**src/hdl/soc_bus_pkg.sv**
```systemverilog
package soc_bus_pkg;

   // Bus widths
   localparam int ADDR_W = 16;
   localparam int DATA_W = 32;
   localparam int STRB_W = DATA_W / 8;

   // Follower count and index width
   localparam int N_FOLLOWERS = 2;
   localparam int SEL_W       = 1;

   // Follower word-address widths
   localparam int RAM_AW = 8;
   localparam int REG_AW = 2;

   // Address map, as values of the sel field
   localparam int RAM_SEL = 0;
   localparam int REG_SEL = 1;

   // Register block: index of the read-only write counter, scratch below it
   localparam int REG_CNT = 3;

   // One bus address seen either as a raw word or as its decoded fields
   typedef union packed {
      logic [ADDR_W-1:0] raw;
      struct packed {
         logic [SEL_W-1:0]                  sel;
         logic [ADDR_W-SEL_W-RAM_AW-3:0]    spare;
         logic [RAM_AW-1:0]                 word;
         logic [1:0]                        byte_off;
      } fld;
   } bus_addr_u;

endpackage

```
**src/hdl/iob_regs_ws.sv**
```systemverilog
module iob_regs_ws (
   input  logic                            clk_i,
   input  logic                            rst_i,
   input  logic                            avalid_i,
   input  logic [soc_bus_pkg::ADDR_W-1:0]  addr_i,
   input  logic [soc_bus_pkg::DATA_W-1:0]  wdata_i,
   input  logic [soc_bus_pkg::STRB_W-1:0]  wstrb_i,
   output logic [soc_bus_pkg::DATA_W-1:0]  rdata_o,
   output logic                            rvalid_o,
   output logic                            ready_o
);

   soc_bus_pkg::bus_addr_u          addr_u;
   logic [soc_bus_pkg::REG_AW-1:0]  idx;
   logic                            ws_q;
   logic                            accept;
   logic                            is_wr;
   logic [soc_bus_pkg::DATA_W-1:0]  scratch_q [soc_bus_pkg::REG_CNT];
   logic [soc_bus_pkg::DATA_W-1:0]  wr_cnt_q;
   logic [soc_bus_pkg::DATA_W-1:0]  rd_word;
   logic                            rvalid_q;

   assign addr_u = addr_i;
   assign idx    = addr_u.fld.word[soc_bus_pkg::REG_AW-1:0];
   assign is_wr  = |wstrb_i;

   // One wait state: ready only in the second cycle of a held avalid
   assign ready_o = ws_q;
   assign accept  = avalid_i & ws_q;

   always_ff @(posedge clk_i) begin
      if (rst_i) begin
         ws_q <= 1'b0;
      end else if (accept) begin
         ws_q <= 1'b0;
      end else if (avalid_i) begin
         ws_q <= 1'b1;
      end
   end

   // Scratch registers and the write counter
   always_ff @(posedge clk_i) begin
      if (rst_i) begin
         scratch_q <= '{default: '0};
         wr_cnt_q  <= '0;
      end else if (accept && is_wr) begin
         wr_cnt_q <= wr_cnt_q + 1'b1;
         if (idx != soc_bus_pkg::REG_AW'(soc_bus_pkg::REG_CNT)) begin
            for (int b = 0; b < soc_bus_pkg::STRB_W; b++) begin
               if (wstrb_i[b]) begin
                  scratch_q[idx][b*8 +: 8] <= wdata_i[b*8 +: 8];
               end
            end
         end
      end
   end

   always_comb begin
      if (idx == soc_bus_pkg::REG_AW'(soc_bus_pkg::REG_CNT)) begin
         rd_word = wr_cnt_q;
      end else begin
         rd_word = scratch_q[idx];
      end
   end

   always_ff @(posedge clk_i) begin
      if (accept && !is_wr) begin
         rdata_o <= rd_word;
      end
   end

   always_ff @(posedge clk_i) begin
      if (rst_i) begin
         rvalid_q <= 1'b0;
      end else begin
         rvalid_q <= accept & ~is_wr;
      end
   end

   assign rvalid_o = rvalid_q;

endmodule

```
**config.mk**
```make
export PLATFORM = sky130hd
export DESIGN_NAME = iob_regs_ws
export DESIGN_NICKNAME = d
export VERILOG_FILES = /design/src/hdl/soc_bus_pkg.sv /design/src/hdl/iob_regs_ws.sv
export SDC_FILE = /design/constraint.sdc
export NUM_CORES = 1
export LEC_CHECK = 0
export BUFFER_PORTS_ARGS = -buffer_cell sky130_fd_sc_hd__buf_2
export CAP_MARGIN = 0
export CORE_ASPECT_RATIO = 1.4
export CORE_UTILIZATION = 60
export CTS_BUF_LIST = sky130_fd_sc_hd__clkbuf_2
export DETAILED_ROUTE_END_ITERATION = 8
export GPL_ROUTABILITY_DRIVEN = 0
export MAX_ROUTING_LAYER = met4
export PLACE_DENSITY = 0.79
export SETUP_SLACK_MARGIN = 0.1
export SLEW_MARGIN = 0
export SYNTH_ARGS = -nofsm -noshare
export SYNTH_HDL_FRONTEND = slang
export SYNTH_SLANG_ARGS = --single-unit
```
**constraint.sdc**
```tcl
create_clock -name clk_i -period 6.1 [get_ports clk_i]
set_clock_uncertainty 0.2 [all_clocks]
set_input_delay 1.22 -clock clk_i [delete_from_list [all_inputs] [get_ports clk_i]]
set_output_delay 1.22 -clock clk_i [all_outputs]
set_load 0.01 [all_outputs]
```
# Word level (Yosys, flattened, before mapping)
# Cells that the tools add are included.
# op_classes
n_lt_le_gt_ge	2
n_mux	29
eq_ne	2
n_bitwise	4
add_sub_neg	1
reduce_logical	7
# op_table
op	count
96-bit two-way mux	13
96-bit bitwise mux	4
32-bit demux with 2-bit select	4
32-bit two-way mux	4
32-bit binary-select mux with 2-bit select	1
32-bit by 1-bit adder with 32-bit output, second input constant	1
24-bit two-way mux	1
16-bit two-way mux	1
8-bit two-way mux	1
4-bit OR reduction	1
3-bit greater-or-equal comparator, second input constant	1
1-bit logical AND	3
3-bit by 1-bit less-than comparator with 1-bit output, second input constant	1
2-bit NOT with 3-bit output	1
1-bit bitwise AND	2
2-bit equality test, second input constant	1
2-bit inequality test, second input constant	1
2-bit AND reduction	1
2-bit OR reduction	1
1-bit logical NOT	1
1-bit NOT	1
# word_totals
output_inout_bits	34
ff_bits	162
word_cells	52
input_bits	55

# Logic depth before layout (Yosys ltp)
# Gate-level depths: netlist of the first run.
# logic_depth
word_depth	22
depth_mapped	7
depth_no_buf	6

# Worst setup path before layout of the first run
# No wires, ideal clock.
# synth_timing
path_kind	input -> register
from	input port wstrb_i[0] in the netlist's numbering
to	register rdata_o[0] in the netlist's numbering (enable)
setup_ns	0.421
required_time_ns	5.479
n_path_buf	1
slack_ns	2.218
stages	3
t_arrival_ns	3.261
path_cell_list	or4_1 -> clkbuf_2 -> nor2_1
# synth_between
elab_chain_len	3
# synth_rtl
element	line	rtl
start, declared	iob_regs_ws.sv:7	input logic [soc_bus_pkg::STRB_W-1:0] wstrb_i,
4-bit OR reduction	iob_regs_ws.sv:25	assign is_wr = |wstrb_i;
1-bit logical NOT	iob_regs_ws.sv:67	if (accept && !is_wr) begin
1-bit logical AND	iob_regs_ws.sv:67	
end signal, assigned	iob_regs_ws.sv:68	rdata_o <= rd_word;
end, declared	iob_regs_ws.sv:8	output logic [soc_bus_pkg::DATA_W-1:0] rdata_o,
# No other way between the ends.
# A chain may end at the register's enable or synchronous reset.

# Worst setup path in the final report of the first run
# layout_timing
from	input port wstrb_i[1] in the netlist's numbering
to	register wr_cnt_q[31] in the netlist's numbering
# layout_between
elab_chain_len	2
# layout_rtl
element	line	rtl
4-bit OR reduction	iob_regs_ws.sv:25	
1-bit logical AND	iob_regs_ws.sv:46	end else if (accept && is_wr) begin
end signal, assigned	iob_regs_ws.sv:47	wr_cnt_q <= wr_cnt_q + 1'b1;
end, declared	iob_regs_ws.sv:19	logic [soc_bus_pkg::DATA_W-1:0] wr_cnt_q;
# No other way between the ends.

==> results of run 1 <==
## worst min-delay path by stage
stage | to | slack, ns | depth (start not counted)
global placement | scratch_q[58] | 0.24 | 2
finish | scratch_q[19] | 0.27 | 2
floorplan | scratch_q[31] | 0.23 | 2
global route | scratch_q[49] | 0.28 | 2
CTS | scratch_q[21] | 0.27 | 2
detailed placement | scratch_q[21] | 0.25 | 2
## logic make-up after synthesis
logic type	share of synthesized area (%)
flops	52.8
buf+inv	3.19
fa+ha+maj	0.185
simple gates	21.6
compound gates	7.83
xor+xnor	3.63
mux	10.7
## worst max-delay path, cell delays in order
cell,delay [ns]
buf_2,0.43
or4_1,0.39
nand2_1,0.16
or4_1,0.69
or4_1,0.51
a21oi_1,0.15
## per-layer routing
layer	up-vias	wire, µm	GRT usage (%)
met1	2686	6120	31.2
met2	194	8850	52.7
li1	2573	-	-
met5	-	0	-
met4	0	263	10.8
met3	21	772	4.64
## metrics by stage
step / cells / area (µm²) / total power [µW] / worst slack, ns / hold WS [ns]
finish: 900 / 7450 / 1790 / 2.97 / 0.270
detailed placement: 867 / 7200 / 1220 / 2.30 / 0.247
CTS: 899 / 7440 / 1790 / 3.02 / 0.270
global route: 900 / 7450 / 1850 / 2.90 / 0.285
floorplan: 689 / 6750 / 1180 / 2.22 / 0.230
global placement: 867 / 7200 / 1220 / 2.33 / 0.238
## registers in the layout, indices dropped and copies added (netlist names)
signal,flops
scratch_q,96
rdata_o,32
wr_cnt_q,32
ready_o,1
rvalid_o,1
## power by group through the flow
stage	Combinational (µW)	Sequential [µW]	Clock [µW]
after floorplan	59.9	1120	0
after global placement	95.2	1120	0
after detailed placement	97.7	1120	0
after CTS	97.9	1100	586
after global routing	106	1100	634
final	99.0	1100	584
## area by class of cell
type	count	area, µm²
Timing Repair Buffer	83	440
Fill cell	865	3480
Antenna cell	1	2.50
Multi-Input combinational cell	475	3000
Sequential cell	162	3560
Tap cell	141	176
Clock inverter	13	145
Inverter	6	22.5
Clock buffer	19	95.1
## placed cells by master, fill, tap and decap left out, types with 8 or more instances in the layout
| cell type | n |
|---|---|
| a21oi_1 | 100 |
| buf_2 | 73 |
| buf_4 | 10 |
| clkbuf_2 | 19 |
| dfxtp_1 | 130 |
| edfxtp_1 | 32 |
| mux4_2 | 31 |
| nand2_1 | 123 |
| nand3_1 | 105 |
| nand4_1 | 8 |
| nor2_1 | 31 |
| nor4_1 | 10 |
| xnor2_1 | 22 |
==> metrics.txt, run 1 <==
Mapped Avg Cell Area approximately 9.8 µm²; Vias about 5500; CTS tree built; Fin. Hold Viols 0; Clock power frac 32.7%; PortBufs 74; first-pass GRT wire length 25100 µm; Yosys reg bits between 150 and 200; CORE AREA ~11000 µm²; largest area contributor in the netlist dfxtp_1; Max IR drop VDD approximately 140 µV; DR vias/cell about 6.1; die height 127 µm; Crit Path Max Fanout 29; reg2reg end wr_cnt_q[31]; sequential element share of the synthesized area a little over half; critical path class input port to register; Hold Crit Class register to register; Pleak approximately 0.0023 µW; crit path launch wstrb_i[1]; fin nets between 800 and 900; Async SR Flop Fraction 0%; Post-CTS Resized 0; Fin Setup TNS 0 ns; antenna viol nets, final 0; pin count of the biggest net entering global routing 74; Critical Path End wr_cnt_q[31]; Max Cap Viol 0; data required time of the worst path about 6.5 ns; R2R Setup Slk around 3.3 ns; initial antenna violation count 1; Max Slew Vio Count 0; Hold Crit Start scratch_q[19]; vias in the first global route 5200; synthesized instance count about 700; Starting DRT DRC Count 348; Yosys top cell area share 38.6%; worst-skew pair later-pin latency around 0.70 ns; RSZ-0062 raised after global routing false; Final Cycle Share approximately half; routed wire length per instance between 15 and 20 µm; Post-Synthesis Cell Area approximately 6700 µm²; Finished Core Util 68.2%; Ports slightly below 90; Clock Pin Slew Worst Setup and Hold Paths ~0.20 ns; Net Sw Frac between 20 and 25%; Num CTS Buffers 17; critical path endpoint category register; cell area power density 240 nW/µm²; post-CTS setup buffer count 0; row count 45; cell with the most instances after synthesis dfxtp_1; Ys Warns 0; layout cells sized above 1 between 20 and 25%; first-pass iteration count of the detailed router 6; combinational cell fraction of total power 5.5%; worst rel slew slack a little under a third; CTS hold repair buffers 0; max frequency 0.319 GHz; Internal Power about 1400 µW; Worst Max-Slew Pin Slew about 1.0 ns; synth cell count leaders dfxtp_1, nand2_1, nand3_1; CTS Root Cell clkbuf_2; H-tree Lvls 4; HPWL after detailed placement between 10000 and 15000 µm; grt ovf 0; startpoint class of the critical path input port; die area 11700 µm²; area grow syn2layout 10.3%; Syn Nets about 750; Total Routing Usage GR 28.8%; Area contributors post-synth dfxtp_1, edfxtp_1, mux4_2, nand3_1, a21oi_1; arrival time worst endpoint 3.56 ns; outcome completed; drt drc 0; Post-synth EDFFs 32; Starting Density 61.8%; Cell variety after synth 36; Clock Tree Buf Depth 2; clk sink count roughly 160; final setup fails 0; Die Width ~92 µm; Switching Power approximately 430 µW; final WL approximately 16000 µm; fin crit period about 3.1 ns; prevailing post-synth register cell dfxtp_1; sequential power share 61.8%; path depth of the worst reg2reg path 5; reg2reg start wr_cnt_q[6]
No activity file was read; power rests on OpenSTA's default activity.
==> run 2, diff against run 1 <==
--- a/config.mk
+++ b/config.mk
@@ -5,15 +5,16 @@
 export SDC_FILE = /design/constraint.sdc
 export NUM_CORES = 1
 export LEC_CHECK = 0
+export ABC_AREA = 1
 export BUFFER_PORTS_ARGS = -buffer_cell sky130_fd_sc_hd__buf_2
 export CAP_MARGIN = 0
 export CORE_ASPECT_RATIO = 1.4
-export CORE_UTILIZATION = 60
+export CORE_UTILIZATION = 54
 export CTS_BUF_LIST = sky130_fd_sc_hd__clkbuf_2
 export DETAILED_ROUTE_END_ITERATION = 8
 export GPL_ROUTABILITY_DRIVEN = 0
 export MAX_ROUTING_LAYER = met4
-export PLACE_DENSITY = 0.79
+export PLACE_DENSITY = 0.75
 export SETUP_SLACK_MARGIN = 0.1
 export SLEW_MARGIN = 0
 export SYNTH_ARGS = -nofsm -noshare
==> constraint.sdc (replaced) <==
create_clock -name clk_i -period 2.8 [get_ports clk_i]
set_clock_uncertainty 0.2 [all_clocks]
set_input_delay 0.56 -clock clk_i [delete_from_list [all_inputs] [get_ports clk_i]]
set_output_delay 0.56 -clock clk_i [all_outputs]
set_load 0.01 [all_outputs]
==> run 2 against run 1 <==
The flow now finishes with violations (design-rule violations). Die area grew 15%. Non-clock buffer count up 40. Via count rose by 20%. First-iteration DRC count rose by 21%. Critical path type unchanged. Largest power group unchanged. Highest routed layer unchanged.
==> metrics.txt, run 2 <==
Vias 6565; Worst path max stage delay around 0.52 ns; Cell variety after synth 36; data required time of the worst path between 3 and 4 ns; fill count 1121; synthesized instance count 904; Pleak roughly 0.0031 µW; Max IR drop VDD 287 µV; Starting DRT DRC Count 420; CTS hold repair buffers 34; Crit Path Max Fanout 14; grt ovf 0; cell area power density ~500 nW/µm²; Final Cycle Share 75.0%; routed wire length per instance approximately 15 µm; die height 137 µm; clk sink count approximately 160; Clock Tree Buf Depth 2; Ys Warns 0; Post-Synthesis Cell Area 7010 µm²; layout cells sized above 1 between 15 and 20%; Max Slew Vio Count 0; Die Width between 90 and 100 µm; Reg with most FFs scratch_q; startpoint class of the critical path input port; Starting Density between 50% and 60%; die area 13500 µm²; Fin. Hold Viols 0; CTS Root Cell clkbuf_2; area grow syn2layout 15.7%; fin cells between 1000 and 1500; final hold slack about 0.079 ns; Total Routing Usage GR between 20% and 30%; outcome finished, violations left; Clock Pin Slew Worst Setup and Hold Paths roughly 0.2 ns; CP Cell Sequence dlygate4sd3_1, buf_2, nand2_1, inv_2, nand2_4, nor3_4, inv_2, nor2_1, nor2_1; HPWL after detailed placement 12000 µm; post-CTS setup buffer count 0; Yosys reg bits about 160; Syn Nets 960; max frequency 0.476 GHz; Max Cap Viol 0; PortBufs between 70 and 80; prevailing post-synth register cell dfxtp_1; failing checks design-rule violations; Yosys top cell area share between 30% and 40%; final setup fails 0; Hold Crit Class input port to register; Post-CTS Resized 0; cell with the most instances after synthesis nor2_1; footprint of the multi-input gates 3060 µm²; synth cell count leaders nor2_1, dfxtp_1, o21ai_0; Area contributors post-synth dfxtp_1, nor2_1, edfxtp_1, o21ai_0, nand2_1; max reg flops 96; Post-synth EDFFs 32; most common library cell in the layout ignoring fill and taps nor2_1; CORE AREA roughly 12000 µm²; most frequent cells in the layout nor2_1, dfxtp_1, o21ai_0; Fin Setup TNS 0 ns; fin nets ~1100; worst rel slew slack just under 70%; sequential element share of the synthesized area between 50% and 60%; Seq. cell area about 3600 µm²; CP max stage cell dlygate4sd3_1; first-pass GRT wire length 29100 µm; drt drc 3; setup slack after layout approximately 0.7 ns; initial antenna violation count 1; antenna viol nets, final 0; critical path endpoint category register; Mapped Avg Cell Area 7.76 µm²; final WL about 18000 µm; Placed Instances roughly 1100; CP delay by family, top buffers and inverters; Ports ~90; H-tree Lvls 4; CTS tree built; vias in the first global route ~6000; post-place setup slack roughly 0.5 ns; row count 48; Worst Max-Slew Pin Slew between 0.4 and 0.5 ns; fin crit period 2.10 ns; pin count of the biggest net entering global routing between 60 and 70; worst-skew pair later-pin latency just over 0.7 ns; largest area contributor in the netlist dfxtp_1; arrival time worst endpoint 2.52 ns; DR vias/cell 5.57; Async SR Flop Fraction 0%; RSZ-0062 raised after global routing false; WP buf/inv 4; biggest registers after layout scratch_q (96), rdata_o (32), wr_cnt_q (32); first-pass iteration count of the detailed router 7; critical path class input port to register; Num CTS Buffers 17
## run 2: metal layers
| layer | vias up | part of all wire [%] | GRT usage [%] |
|---|---|---|---|
| met5 | - | 0 | - |
| met4 | 0 | 2.9 | 12.7 |
| met3 | 55 | 6.1 | 5.57 |
| met2 | 232 | 47 | 46.2 |
| met1 | 3050 | 43 | 34.7 |
| li1 | 3228 | - | - |
## run 2: final timing paths
kind                       from            end  slack [ns]  cells after the start
setup / recovery       avalid_i  scratch_q[95]        0.70                      9
hold / removal       wstrb_i[2]       rvalid_o        0.08                      4
setup reg to reg        ready_o  scratch_q[95]        0.79                      7
hold reg to reg   scratch_q[45]  scratch_q[45]        0.30                      2
## run 2: worst min-delay path, delay by kind of cell
family                 cells  cell delay [ns]
and+or+nand+nor            3             0.30
buffers and inverters      1             0.09
## run 2: cells by family after synthesis
kind of cell | share of synthesized area (%)
DFF | 50.8
AOI/OAI and AO/OA | 14.8
adders and majority gates | 0.178
and+or+nand+nor | 28.5
buffers and inverters | 5.62
xor gates and xnor gates | 0.125
## run 2: cell type report
| type | instances | area share [%] |
|---|---|---|
| Timing Repair Buffer | 123 | 10.3 |
| Clock buffer | 22 | 1.36 |
| Multi-Input combinational cell | 647 | 37.8 |
| Clock inverter | 9 | 1.33 |
| Inverter | 65 | 3.01 |
| Antenna cell | 1 | 0.0308 |
| Tap cell | 150 | 2.31 |
| Sequential cell | 162 | 43.9 |
## run 2: report_power, final
group          switching, µW  total, µW  internal, µW
clock network            790       1210           425
registers               10.9       2420          2400
logic                    193        314           121
total                    994       3940          2950
## run 2: through the flow
stage | power, µW | util, % | area, µm²
6_report | 3940 | 65.0 | 8120
5_1_grt | 4100 | 65.0 | 8120
4_1_cts | 3960 | 64.9 | 8110
3_5_place_dp | 2740 | 60.5 | 7550
3_3_place_gp | 2730 | 60.5 | 7550
2_1_floorplan | 2630 | - | 7020
