File: config.mk
export PLATFORM = sky130hd
export DESIGN_NAME = iob_bus_demux
export DESIGN_NICKNAME = d
export VERILOG_FILES = /design/src/hdl/soc_bus_pkg.sv /design/src/hdl/iob_bus_demux.sv
export SDC_FILE = /design/constraint.sdc
export NUM_CORES = 1
export LEC_CHECK = 0
export ABC_AREA = 1
export ABC_CLOCK_PERIOD_IN_PS = 1200
export BUFFER_PORTS_ARGS = -buffer_cell sky130_fd_sc_hd__buf_2
export CORE_AREA = 2 2 103 105
export DETAILED_ROUTE_END_ITERATION = 8
export DIE_AREA = 0 0 105 107
export PLACE_DENSITY_LB_ADDON = 0.2
export RECOVER_POWER = 25
export SYNTH_ARGS = -nofsm -noshare
export SYNTH_HDL_FRONTEND = slang
export SYNTH_SLANG_ARGS = --single-unit
File: constraint.sdc
create_clock -name clk_i -period 1.2 [get_ports clk_i]
set_input_delay 0.18 -clock clk_i [delete_from_list [all_inputs] [get_ports clk_i]]
set_output_delay 0.18 -clock clk_i [all_outputs]
set_load 0.01 [all_outputs]
File: src/hdl/soc_bus_pkg.sv
package soc_bus_pkg;

   // Bus widths
   localparam int ADDR_W = 16;
   localparam int DATA_W = 32;
   localparam int STRB_W = DATA_W / 8;

   // Follower count and index width
   localparam int N_FOLLOWERS = 2;
   localparam int SEL_W       = 1;

   // Follower word-address widths
   localparam int RAM_AW = 8;
   localparam int REG_AW = 2;

   // Address map, as values of the sel field
   localparam int RAM_SEL = 0;
   localparam int REG_SEL = 1;

   // Register block: index of the read-only write counter, scratch below it
   localparam int REG_CNT = 3;

   // One bus address seen either as a raw word or as its decoded fields
   typedef union packed {
      logic [ADDR_W-1:0] raw;
      struct packed {
         logic [SEL_W-1:0]                  sel;
         logic [ADDR_W-SEL_W-RAM_AW-3:0]    spare;
         logic [RAM_AW-1:0]                 word;
         logic [1:0]                        byte_off;
      } fld;
   } bus_addr_u;

endpackage

File: src/hdl/iob_bus_demux.sv
module iob_bus_demux #(
   parameter int N = 2
) (
   input  logic                                 clk_i,
   input  logic                                 rst_i,

   // Master side
   input  logic                                 m_avalid_i,
   input  logic [soc_bus_pkg::ADDR_W-1:0]       m_addr_i,
   input  logic [soc_bus_pkg::DATA_W-1:0]       m_wdata_i,
   input  logic [soc_bus_pkg::STRB_W-1:0]       m_wstrb_i,
   output logic [soc_bus_pkg::DATA_W-1:0]       m_rdata_o,
   output logic                                 m_rvalid_o,
   output logic                                 m_ready_o,

   // Follower side, one slice per follower
   output logic [N-1:0]                         f_avalid_o,
   output logic [N*soc_bus_pkg::ADDR_W-1:0]     f_addr_o,
   output logic [N*soc_bus_pkg::DATA_W-1:0]     f_wdata_o,
   output logic [N*soc_bus_pkg::STRB_W-1:0]     f_wstrb_o,
   input  logic [N*soc_bus_pkg::DATA_W-1:0]     f_rdata_i,
   input  logic [N-1:0]                         f_rvalid_i,
   input  logic [N-1:0]                         f_ready_i
);

   // Bits needed to address all followers
   localparam int SEL_W = $clog2(N);

   soc_bus_pkg::bus_addr_u addr_u;
   logic [SEL_W-1:0]       sel_live;
   logic [SEL_W-1:0]       sel_q;

   assign addr_u   = m_addr_i;
   assign sel_live = SEL_W'(addr_u.fld.sel);

   // Only the addressed follower sees avalid
   for (genvar i = 0; i < N; i++) begin : g_avalid
      assign f_avalid_o[i] = m_avalid_i && (sel_live == SEL_W'(i));
   end

   // Request payload is broadcast
   assign f_addr_o  = {N{m_addr_i}};
   assign f_wdata_o = {N{m_wdata_i}};
   assign f_wstrb_o = {N{m_wstrb_i}};

   // Ready belongs to the current request
   assign m_ready_o = f_ready_i[sel_live];

   // Remember who was accepted, the response arrives later
   always_ff @(posedge clk_i) begin
      if (rst_i) begin
         sel_q <= '0;
      end else if (m_avalid_i && m_ready_o) begin
         sel_q <= sel_live;
      end
   end

   assign m_rdata_o  = f_rdata_i[sel_q*soc_bus_pkg::DATA_W +: soc_bus_pkg::DATA_W];
   assign m_rvalid_o = f_rvalid_i[sel_q];

endmodule

Word level (Yosys, flattened, before mapping):

Index checks and enable logic that the tools add are counted.

* flip-flop bits (word level): 1
* bits in latches: 0
* memory bits (writable): 0
* ROM bits: 0
* input bits: 123
* logic and storage cells: 12
* memories: 0

* add/subtract/negate cells: 0
* multiply operators: 0
* divide/modulo/power cells: 0
* $lt $le $gt $ge: 2
* equal/unequal tests: 0
* shift-type cells: 1
* muxes and demuxes: 4
* bitwise logic cells: 1
* reduce and logical (&&, ||, !) cells: 3

Operators by type and width (count)
* variable part select 64 x 7 -> 32 bit: 1
* < comparator 1 x 2 -> 1 bit, second input constant: 2
* 2-to-1 mux 1 bit: 4
* logical AND 1 bit: 3
* inverter 1 bit: 1

Longest topological paths before layout:

Gate-level depths: netlist of run 1.

* word-level depth: 3
* depth in mapped cells: 4
* depth with buffers taken out: 4

Worst setup path before layout of run 1:

Ideal clock, no wire load.

* path kind: register to output
* start: reg sel_q
* end: out m_rdata_o[10] (netlist bit)
* arrival time: 0.896 ns
* data required time: 1.020 ns
* path slack: 0.124 ns
* stages on the path, launching flop included: 4
* path buffers: 2
* path through: dfxtp_1 > buf_6 > buf_12 > mux2_4

* longest elaborated chain between the ends: 1

Ends and longest elaborated chain
* start: declaration: line iob_bus_demux.sv:31 `logic [SEL_W-1:0] sel_q;`
* start signal: assignment: line iob_bus_demux.sv:54 `sel_q <= sel_live;`
* variable part select 64 x 7 -> 32 bit: line iob_bus_demux.sv:58 `assign m_rdata_o = f_rdata_i[sel_q*soc_bus_pkg::DATA_W +: soc_bus_pkg::DATA_W];`
* end: declaration: line iob_bus_demux.sv:12 `output logic [soc_bus_pkg::DATA_W-1:0] m_rdata_o,`

Every way passes these cells.

Worst setup path after layout of run 1:

* start: reg sel_q
* end: out m_rdata_o[13] (netlist bit)

Same word-level chain as after synthesis.

==> metrics.yaml, run 1 <==
cp.arrival_ns: 1.00
antenna_found_initial: 0
crit_slowest_cell: "dfxtp_4"
reg.largest.list: "sel_q (1)"
slew_violations: 0
finalCritPeriodShare_pct: 98.58
die_width_um: 105
core_area_um2: 10090
dp_hpwl_um: 2650
num_antenna_cells: 0
tightest_slew_ns: 0.1136
status: "complete, no violations"
cpPeakStageDelay_ns: 0.38
rsz0062_at_grt: "true"
ios: 263
grt_overflow: 0
grt_pass1_wl_um: 4126
largest_register: "sel_q"
first_pass_iters: 2
synth_nets: 277
grt_max_degree: 19
antenna_left: 0
place_ws_ns: -0.02367
viasPerCell: 2.943
fin_skew_ns: 0
fin_setup_tns_ns: 0
hold_viol_final: 0
utilization_pct: 14.10
post_cts_buffers: 0
relSlewSlack_pct: 92.43
gp_congestion: 0.6418
final_nets: 285
num_vias: 871
drc: 0
drive_gt1_share_pct: 92.50
cp_max_fo: 9
initial_utilization_pct: 13.87
hp-class: "in2reg"
clkTransAtPathRegs_ns: 0
synthesis.area_um2: 1400
syn-instance-count: 154
io_buffers: 109
power_density_nw_per_um2: 380.8
ys_warn_count: 0
syn_to_final_growth_pct: 1.608
syn_area_per_cell_um2: 9.092
largest_register_ff_count: 1
crit_chain: "clkbuf_16 > mux2_4 > buf_6"
synth_top_area_share_pct: 55.76
drt_iter0_markers: 35
die-area_um2: 11240
grt_pass1_vias: 824
cts_hold_buf: 0
peakVddDrop_v: 0.00007693
final.min_clock_period_ns: 1.183
grt_usage_pct: 4.293
place_inst: 295
finalSetupViolCount: 0
worstSetupEndpointType: "output port"
clock.fmax_ghz: 0.8454
setup_ws_ns: 0.01709
synth_top_cell_by_area: "buf_4"
synth_cell_types: 11
yosysSeqAreaShare_pct: 1.430
drt-total-wl_um: 3124
rows: 37
stdcell_count: 296
max_cap_viol_count: 0
crit_required_ns: 1.02
wl_per_cell_um: 10.55
synth_seq_cells: 1
die_h_um: 107
insertion_delay_ns: 0
startpoint_type: "flop"
power_leakage_nw: 0.7650
synthTopCellsByArea: "buf_4 (56%), mux2_4 (31%), buf_12 (4.3%)"
setup.worst_path.class: "reg2out"
-- area by class of cell --
type / instances / area, um^2
Multi-Input combinational cell: 42 / 528.0
Timing Repair Buffer: 114 / 689.4
Tap cell: 136 / 170.2
Sequential cell: 1 / 23.77
Inverter: 3 / 11.26
Fill cell: 1165 / 8670
-- cells in the mapped netlist --
library cell	number
a21oi_1	1
buf_12	3
buf_4	104
buf_6	1
dfxtp_1	1
inv_1	3
mux2_2	4
mux2_4	29
nand2_1	6
nand3_1	1
nor2_1	1
-- final timing paths --
path	from	to	slack (ns)	cells past startpoint
min	rst_i	sel_q	0.34	2
min reg2reg	sel_q	sel_q	0.69	3
max reg2reg	sel_q	sel_q	0.39	3
max	sel_q	m_rdata_o[13]	0.02	3
-- kinds of logic (layout without fill, tap and decap cells) --
family	Yosys count	in the layout	synth area share [%]
flip-flops	1	1	1.430
AO/OA/AOI/OAI	1	1	0.3571
AND/OR/NAND/NOR	8	8	2.233
multiplexers	33	33	34.32
buffers and inverters	111	117	61.66
-- report_power, final --
group / leakage, nW / internal, W / switching (W)
sequential: 0.00890 / 0.0000347 / 0.00000454
clock: 0 / 0 / 0
combinational: 0.756 / 0.000321 / 0.000182
total: 0.765 / 0.000355 / 0.000186
-- per-stage QoR --
step                      hold WS [ns]  total power, W  area, um^2
after floorplan                 0.2491       0.0006399        1400
after global placement          0.3430       0.0004915        1308
after CTS                       0.3413       0.0004928        1314
after detailed placement        0.3409       0.0004908        1308
final                           0.3365       0.0005417        1423
after global routing            0.3515       0.0005768        1423
-- critical path: cells and delay by family (launching register included) --
| family | cells | cell delay [ns] |
|---|---|---|
| buf+inv | 2 | 0.30 |
| mux | 1 | 0.31 |
| flops | 1 | 0.38 |
-- timing repair --
item / CTS / global route
pin swaps: 0 / 0
endpoints found under the setup margin: 4 / 3
resized for setup: 2 / 15
cloned: 0 / 1
-- metal layers --
layer | track usage (%) | share of wire [%] | vias to the layer above
met1 | 4.194 | 32 | 353
met4 | 1.905 | 2.9 | 0
met2 | 7.514 | 48 | 100
met5 | 0 | 0 | -
li1 | - | - | 399
met3 | 2.310 | 17 | 19
-- cells in the final DEF, fill, tap and decap left out --
master and n:
clkbuf_16 1, nor2_1 1, buf_2 98, nand2_1 6, inv_1 3, buf_6 13, dfxtp_4 1, mux2_4 32
a21oi_1 1, buf_12 1, mux2_2 1, buf_4 1, nand3_1 1
(Power assumes the default switching activity.)
==> inputs of run 2 (changes only) <==
--- a/config.mk
+++ b/config.mk
@@ -5,12 +5,11 @@
 export SDC_FILE = /design/constraint.sdc
 export NUM_CORES = 1
 export LEC_CHECK = 0
-export ABC_AREA = 1
 export ABC_CLOCK_PERIOD_IN_PS = 1200
 export BUFFER_PORTS_ARGS = -buffer_cell sky130_fd_sc_hd__buf_2
-export CORE_AREA = 2 2 103 105
+export CORE_AREA = 2 2 101 103
 export DETAILED_ROUTE_END_ITERATION = 8
-export DIE_AREA = 0 0 105 107
+export DIE_AREA = 0 0 103 105
 export PLACE_DENSITY_LB_ADDON = 0.2
 export RECOVER_POWER = 25
 export SYNTH_ARGS = -nofsm -noshare
==> metrics.yaml, run 2 <==
worstSetupEndpointType: "output port"
reg2reg_to: "sel_q"
core_area_um2: 9639
p_comb_share_pct: 92.5
totalPowerFinal_w: 0.0005041
die-area_um2: 10820
crit_required_ns: 1.02
cp.arrival_ns: 1.01
place_ws_ns: -0.02823
synth_top_cell_by_area: "buf_4"
wl_per_cell_um: 12.64
insertion_delay_ns: 0
rows: 36
hp-class: "in2reg"
startpoint: "sel_q"
num_vias: 887
antenna_left: 0
synthesis.area_um2: 1408
grt_pass1_wl_um: 4360
die_width_um: 103
ys_warn_count: 0
synth_top_area_share_pct: 55.47
clock.fmax_ghz: 0.8420
swShare_pct: 34.25
setup_ws_ns: 0.01238
place_inst: 286
p_int_w: 0.0003315
status: "complete, no violations"
gp_congestion: 0.6390
grt_usage_pct: 5.104
drive_gt1_share_pct: 98.05
synth_xor_area_share_pct: 0
final_nets: 279
cp_max_fo: 7
synth_top_family_by_area: "buffers and inverters"
fin_skew_ns: 0
initial_utilization_pct: 14.60
r2r_start: "sel_q"
finalCritPeriodShare_pct: 98.97
die_h_um: 105
async_reset_ff_share_pct: 0
relSlewSlack_pct: 80.51
synth_compound_area_share_pct: 1.689
power_density_nw_per_um2: 354.4
synth_nets: 271
synth_fa_ha_area_share_pct: 0
synth_seq_cells: 1
final.min_clock_period_ns: 1.188
viasPerCell: 3.080
ys.flop_type: "dfxtp_1"
tightest_slew_ns: 0.2918
cts_hold_buf: 0
yosysSeqAreaShare_pct: 1.422
ios: 263
synthMuxAreaShare_pct: 35.20
crit_slowest_cell: "dfxtp_4"
stdcell_count: 288
yosys.area_share.simple_pct: 1.156
hold_viol_final: 0
final_common_cell: "buf_2"
largest_register_ff_count: 1
grt_overflow: 0
yosysMostFrequentCell: "buf_4"
synthTopCellsByArea: "buf_4 (55%), mux2_4 (32%), buf_12 (4.3%)"
dp_hpwl_um: 3143
clkTransAtPathRegs_ns: 0
synth_edf_count: 0
synth_cell_types: 11
syn_to_final_growth_pct: 1.066
crit_chain: "clkbuf_16 > mux2_4 > buf_2"
grt_pass1_vias: 842
grt_max_degree: 15
seq_power_share_pct: 7.5
antenna_found_initial: 2
cpPeakStageDelay_ns: 0.39
utilization_pct: 14.76
final_cell_mix: "buf_2 (101), mux2_4 (33), buf_6 (8), buf_12 (2)"
io_buffers: 109
slew_violations: 0
finalSetupViolCount: 0
reg.largest.list: "sel_q (1)"
first_pass_iters: 2
power.switching_w: 0.0001727
syn_area_per_cell_um2: 9.511
reg2regPathDepth: 3
rsz0062_at_grt: "true"
rrSetupSlack_ns: 0.15
syn-instance-count: 148
max_cap_viol_count: 0
power_leakage_nw: 0.7399
drt-total-wl_um: 3639
startpoint_type: "flop"
drt_iter0_markers: 9
clkPwrFrac_pct: 0
setup.worst_path.class: "reg2out"
peakVddDrop_v: 0.00006532
crit_end: "m_rdata_o[15]"
drc: 0
largest_register: "sel_q"
synth_commonest_cells: "buf_4 (104), mux2_4 (30), mux2_2 (4)"
==> run 2: what timing repair did <==
item / in CTS / in global routing
buffers inserted: 0 / 0
cloned: 0 / 1
resized for setup: 4 / 10
setup endpoints to repair: 11 / 9
==> run 2: final cells by class <==
cell class,count,area [um^2]
well taps,133,166.4
flip-flops and latches,1,23.77
fillers,1113,8217
diodes,1,2.502
multi-input cells,39,546.8
repair buffers,114,683.2
==> run 2: worst min path at each step <==
stage | cells after the start | from | slack [ns] | to
after global placement | 0 | m_addr_i[10] | 0.36 | f_addr_o[10]
after CTS | 0 | m_addr_i[10] | 0.36 | f_addr_o[10]
after floorplan | 1 | rst_i | 0.25 | sel_q
after global routing | 0 | m_wdata_i[12] | 0.36 | f_wdata_o[12]
final | 2 | rst_i | 0.36 | sel_q
after detailed placement | 0 | m_addr_i[10] | 0.36 | f_addr_o[10]
==> run 2: routing by layer <==
metal / wire length [um] / global-route usage [%]
met4: 162 / 3.008
met2: 1662 / 9.555
met5: 8 / 0
met3: 625 / 1.873
met1: 1179 / 4.487
==> run 2: cell families after synthesis <==
group           Yosys count
buf+inv                 108
simple gates              3
mux                      34
flops                     1
compound gates            2
==> run 2: critical path, delay by kind of cell, from the launching register on <==
family   cells  cell delay [ns]
buf+inv      2             0.32
flops        1             0.39
mux          1             0.29
==> run 2: through the flow <==
step                setup TNS, ns  instance area, um^2  hold slack, ns
floorplan                       0                 1408          0.2489
global placement          -0.2277                 1324          0.3601
detailed placement        -0.2809                 1324          0.3601
CTS                             0                 1340          0.3601
global route             -0.04092                 1423          0.3600
finish                          0                 1423          0.3579
==> run 2: power by group through the flow <==
stage               registers, W  logic [W]  clock network, W
finish                 0.0000380   0.000466    0.000000000111
global route           0.0000385   0.000504    0.000000000111
CTS                    0.0000366   0.000441                 0
detailed placement     0.0000381   0.000433                 0
global placement       0.0000381   0.000432                 0
floorplan              0.0000357   0.000580                 0
==> inputs of run 3 (changes only) <==
--- a/config.mk
+++ b/config.mk
@@ -5,7 +5,7 @@
 export SDC_FILE = /design/constraint.sdc
 export NUM_CORES = 1
 export LEC_CHECK = 0
-export ABC_CLOCK_PERIOD_IN_PS = 1200
+export ABC_CLOCK_PERIOD_IN_PS = 1160
 export BUFFER_PORTS_ARGS = -buffer_cell sky130_fd_sc_hd__buf_2
 export CORE_AREA = 2 2 101 103
 export DETAILED_ROUTE_END_ITERATION = 8
==> constraint.sdc (replaced) <==
create_clock -name clk_i -period 1.16 [get_ports clk_i]
set_input_delay 0.174 -clock clk_i [delete_from_list [all_inputs] [get_ports clk_i]]
set_output_delay 0.174 -clock clk_i [all_outputs]
set_load 0.01 [all_outputs]
==> metrics.yaml, run 3 (synthesis results as in run 2) <==
status: "complete, but fails checks"
violations: "negative setup slack"
hold_viol_final: 0
relSlewSlack_pct: 81.28
grt_usage_pct: 5.146
wl_met3_um: 663
finalSetupViolCount: 21
power_density_nw_per_um2: 384.6
ios: 263
grt_max_degree: 11
clock.fmax_ghz: 0.8483
insertion_delay_ns: 0
swShare_pct: 32.23
drt_iter0_markers: 9
setup.worst_path.class: "reg2out"
utilization_pct: 16.32
final_cell_mix: "buf_2 (77), mux2_4 (33), buf_6 (32), buf_12 (2)"
clkTransAtPathRegs_ns: 0
drc: 0
viasPerCell: 3.139
startpoint_type: "flop"
largest_register_ff_count: 1
syn_to_final_growth_pct: 11.73
tightest_slew_ns: 0.2803
antenna_left: 0
die-area_um2: 10820
fin_skew_ns: 0
final.min_clock_period_ns: 1.179
cp_max_fo: 10
p_int_w: 0.0004100
worstSetupEndpointType: "output port"
top_layer: "met5"
initial_utilization_pct: 14.60
first_pass_iters: 2
wl_per_cell_um: 12.98
drt-total-wl_um: 3724
final_nets: 279
rows: 36
finalCritPeriodShare_pct: 101.6
place_ws_ns: -0.07347
power.switching_w: 0.0001949
num_vias: 901
die_h_um: 105
core_area_um2: 9639
num_antenna_cells: 0
die_width_um: 103
cp.arrival_ns: 1.00
reg.largest.list: "sel_q (1)"
crit_required_ns: 0.99
largest_register: "sel_q"
antenna_found_initial: 1
dr_wl_met2_um: 1789
io_buffers: 109
met1Wirelength_um: 1093
grt_pass1_vias: 857
grt_overflow: 0
p_comb_share_pct: 93.4
gp_congestion: 0.6415
rsz0062_at_grt: "true"
final_common_cell: "buf_2"
power_leakage_nw: 0.7915
post_cts_buffers: 0
cts_hold_buf: 0
max_cap_viol_count: 0
clkPwrFrac_pct: 0
slew_violations: 0
peakVddDrop_v: 0.00007498
drive_gt1_share_pct: 98.05
grt_pass1_wl_um: 4388
setup_ws_ns: -0.01880
dp_hpwl_um: 3141
hp-class: "in2out"
seq_power_share_pct: 6.6
-- run 3: cell types whose count changed in the layout (fill, tap and decap cells not counted), sizes merged --
cell | previous run | this run
buf | 113 | 114
clkbuf | 1 | 0
diode | 1 | 0
-- run 3: area by class of cell --
| class | instances | area (um^2) |
|---|---|---|
| sequential | 1 | 23.77 |
| tap | 133 | 166.4 |
| timing repair buffer | 114 | 835.8 |
| multi-input combinational | 39 | 546.8 |
| fill | 1093 | 8066 |
-- run 3: per-layer routing --
layer | vias up | GRT usage [%]
li1 | 388 | -
met1 | 383 | 4.411
met2 | 97 | 9.879
met3 | 31 | 1.739
met4 | 2 | 3.008
met5 | - | 0
-- run 3: worst paths after layout --
path,from,endpoint,slack (ns),cells after the start
worst min-delay path,m_wdata_i[12],f_wdata_o[12],0.35,0
worst min register to register,sel_q,sel_q,0.75,3
worst max-delay path,sel_q,m_rdata_o[20],-0.02,3
worst max register to register,sel_q,sel_q,0.10,3
-- run 3: stage by stage --
| stage | TNS [ns] | hold slack, ns | std cells | area [um^2] | total power (W) |
|---|---|---|---|---|---|
| final | -0.2374 | 0.3480 | 287 | 1573 | 0.0006049 |
| after global routing | -1.016 | 0.3480 | 287 | 1573 | 0.0006433 |
| after CTS | -0.5458 | 0.3481 | 287 | 1519 | 0.0005822 |
| after detailed placement | -1.032 | 0.3481 | 286 | 1324 | 0.0004870 |
| after global placement | -0.7708 | 0.3481 | 286 | 1324 | 0.0004869 |
| after floorplan | 0 | 0.2429 | 148 | 1408 | 0.0006373 |
-- run 3: power by group through the flow --
| stage | clock network [W] | logic, W | registers, W |
|---|---|---|---|
| 2_1_floorplan | 0 | 0.000600 | 0.0000369 |
| 3_3_place_gp | 0 | 0.000448 | 0.0000394 |
| 3_5_place_dp | 0 | 0.000447 | 0.0000396 |
| 4_1_cts | 0 | 0.000542 | 0.0000401 |
| 5_1_grt | 0 | 0.000603 | 0.0000405 |
| 6_report | 0 | 0.000565 | 0.0000400 |
-- run 3: timing repair --
action                     CTS  global route
resized for setup           31            10
setup endpoints to repair   28            33
gates cloned                 1             0
-- run 3: critical path, cell delays in order, from the launching register on --
cell,delay (ns)
dfxtp_4,0.40
buf_12,0.16
mux2_4,0.31
buf_6,0.12
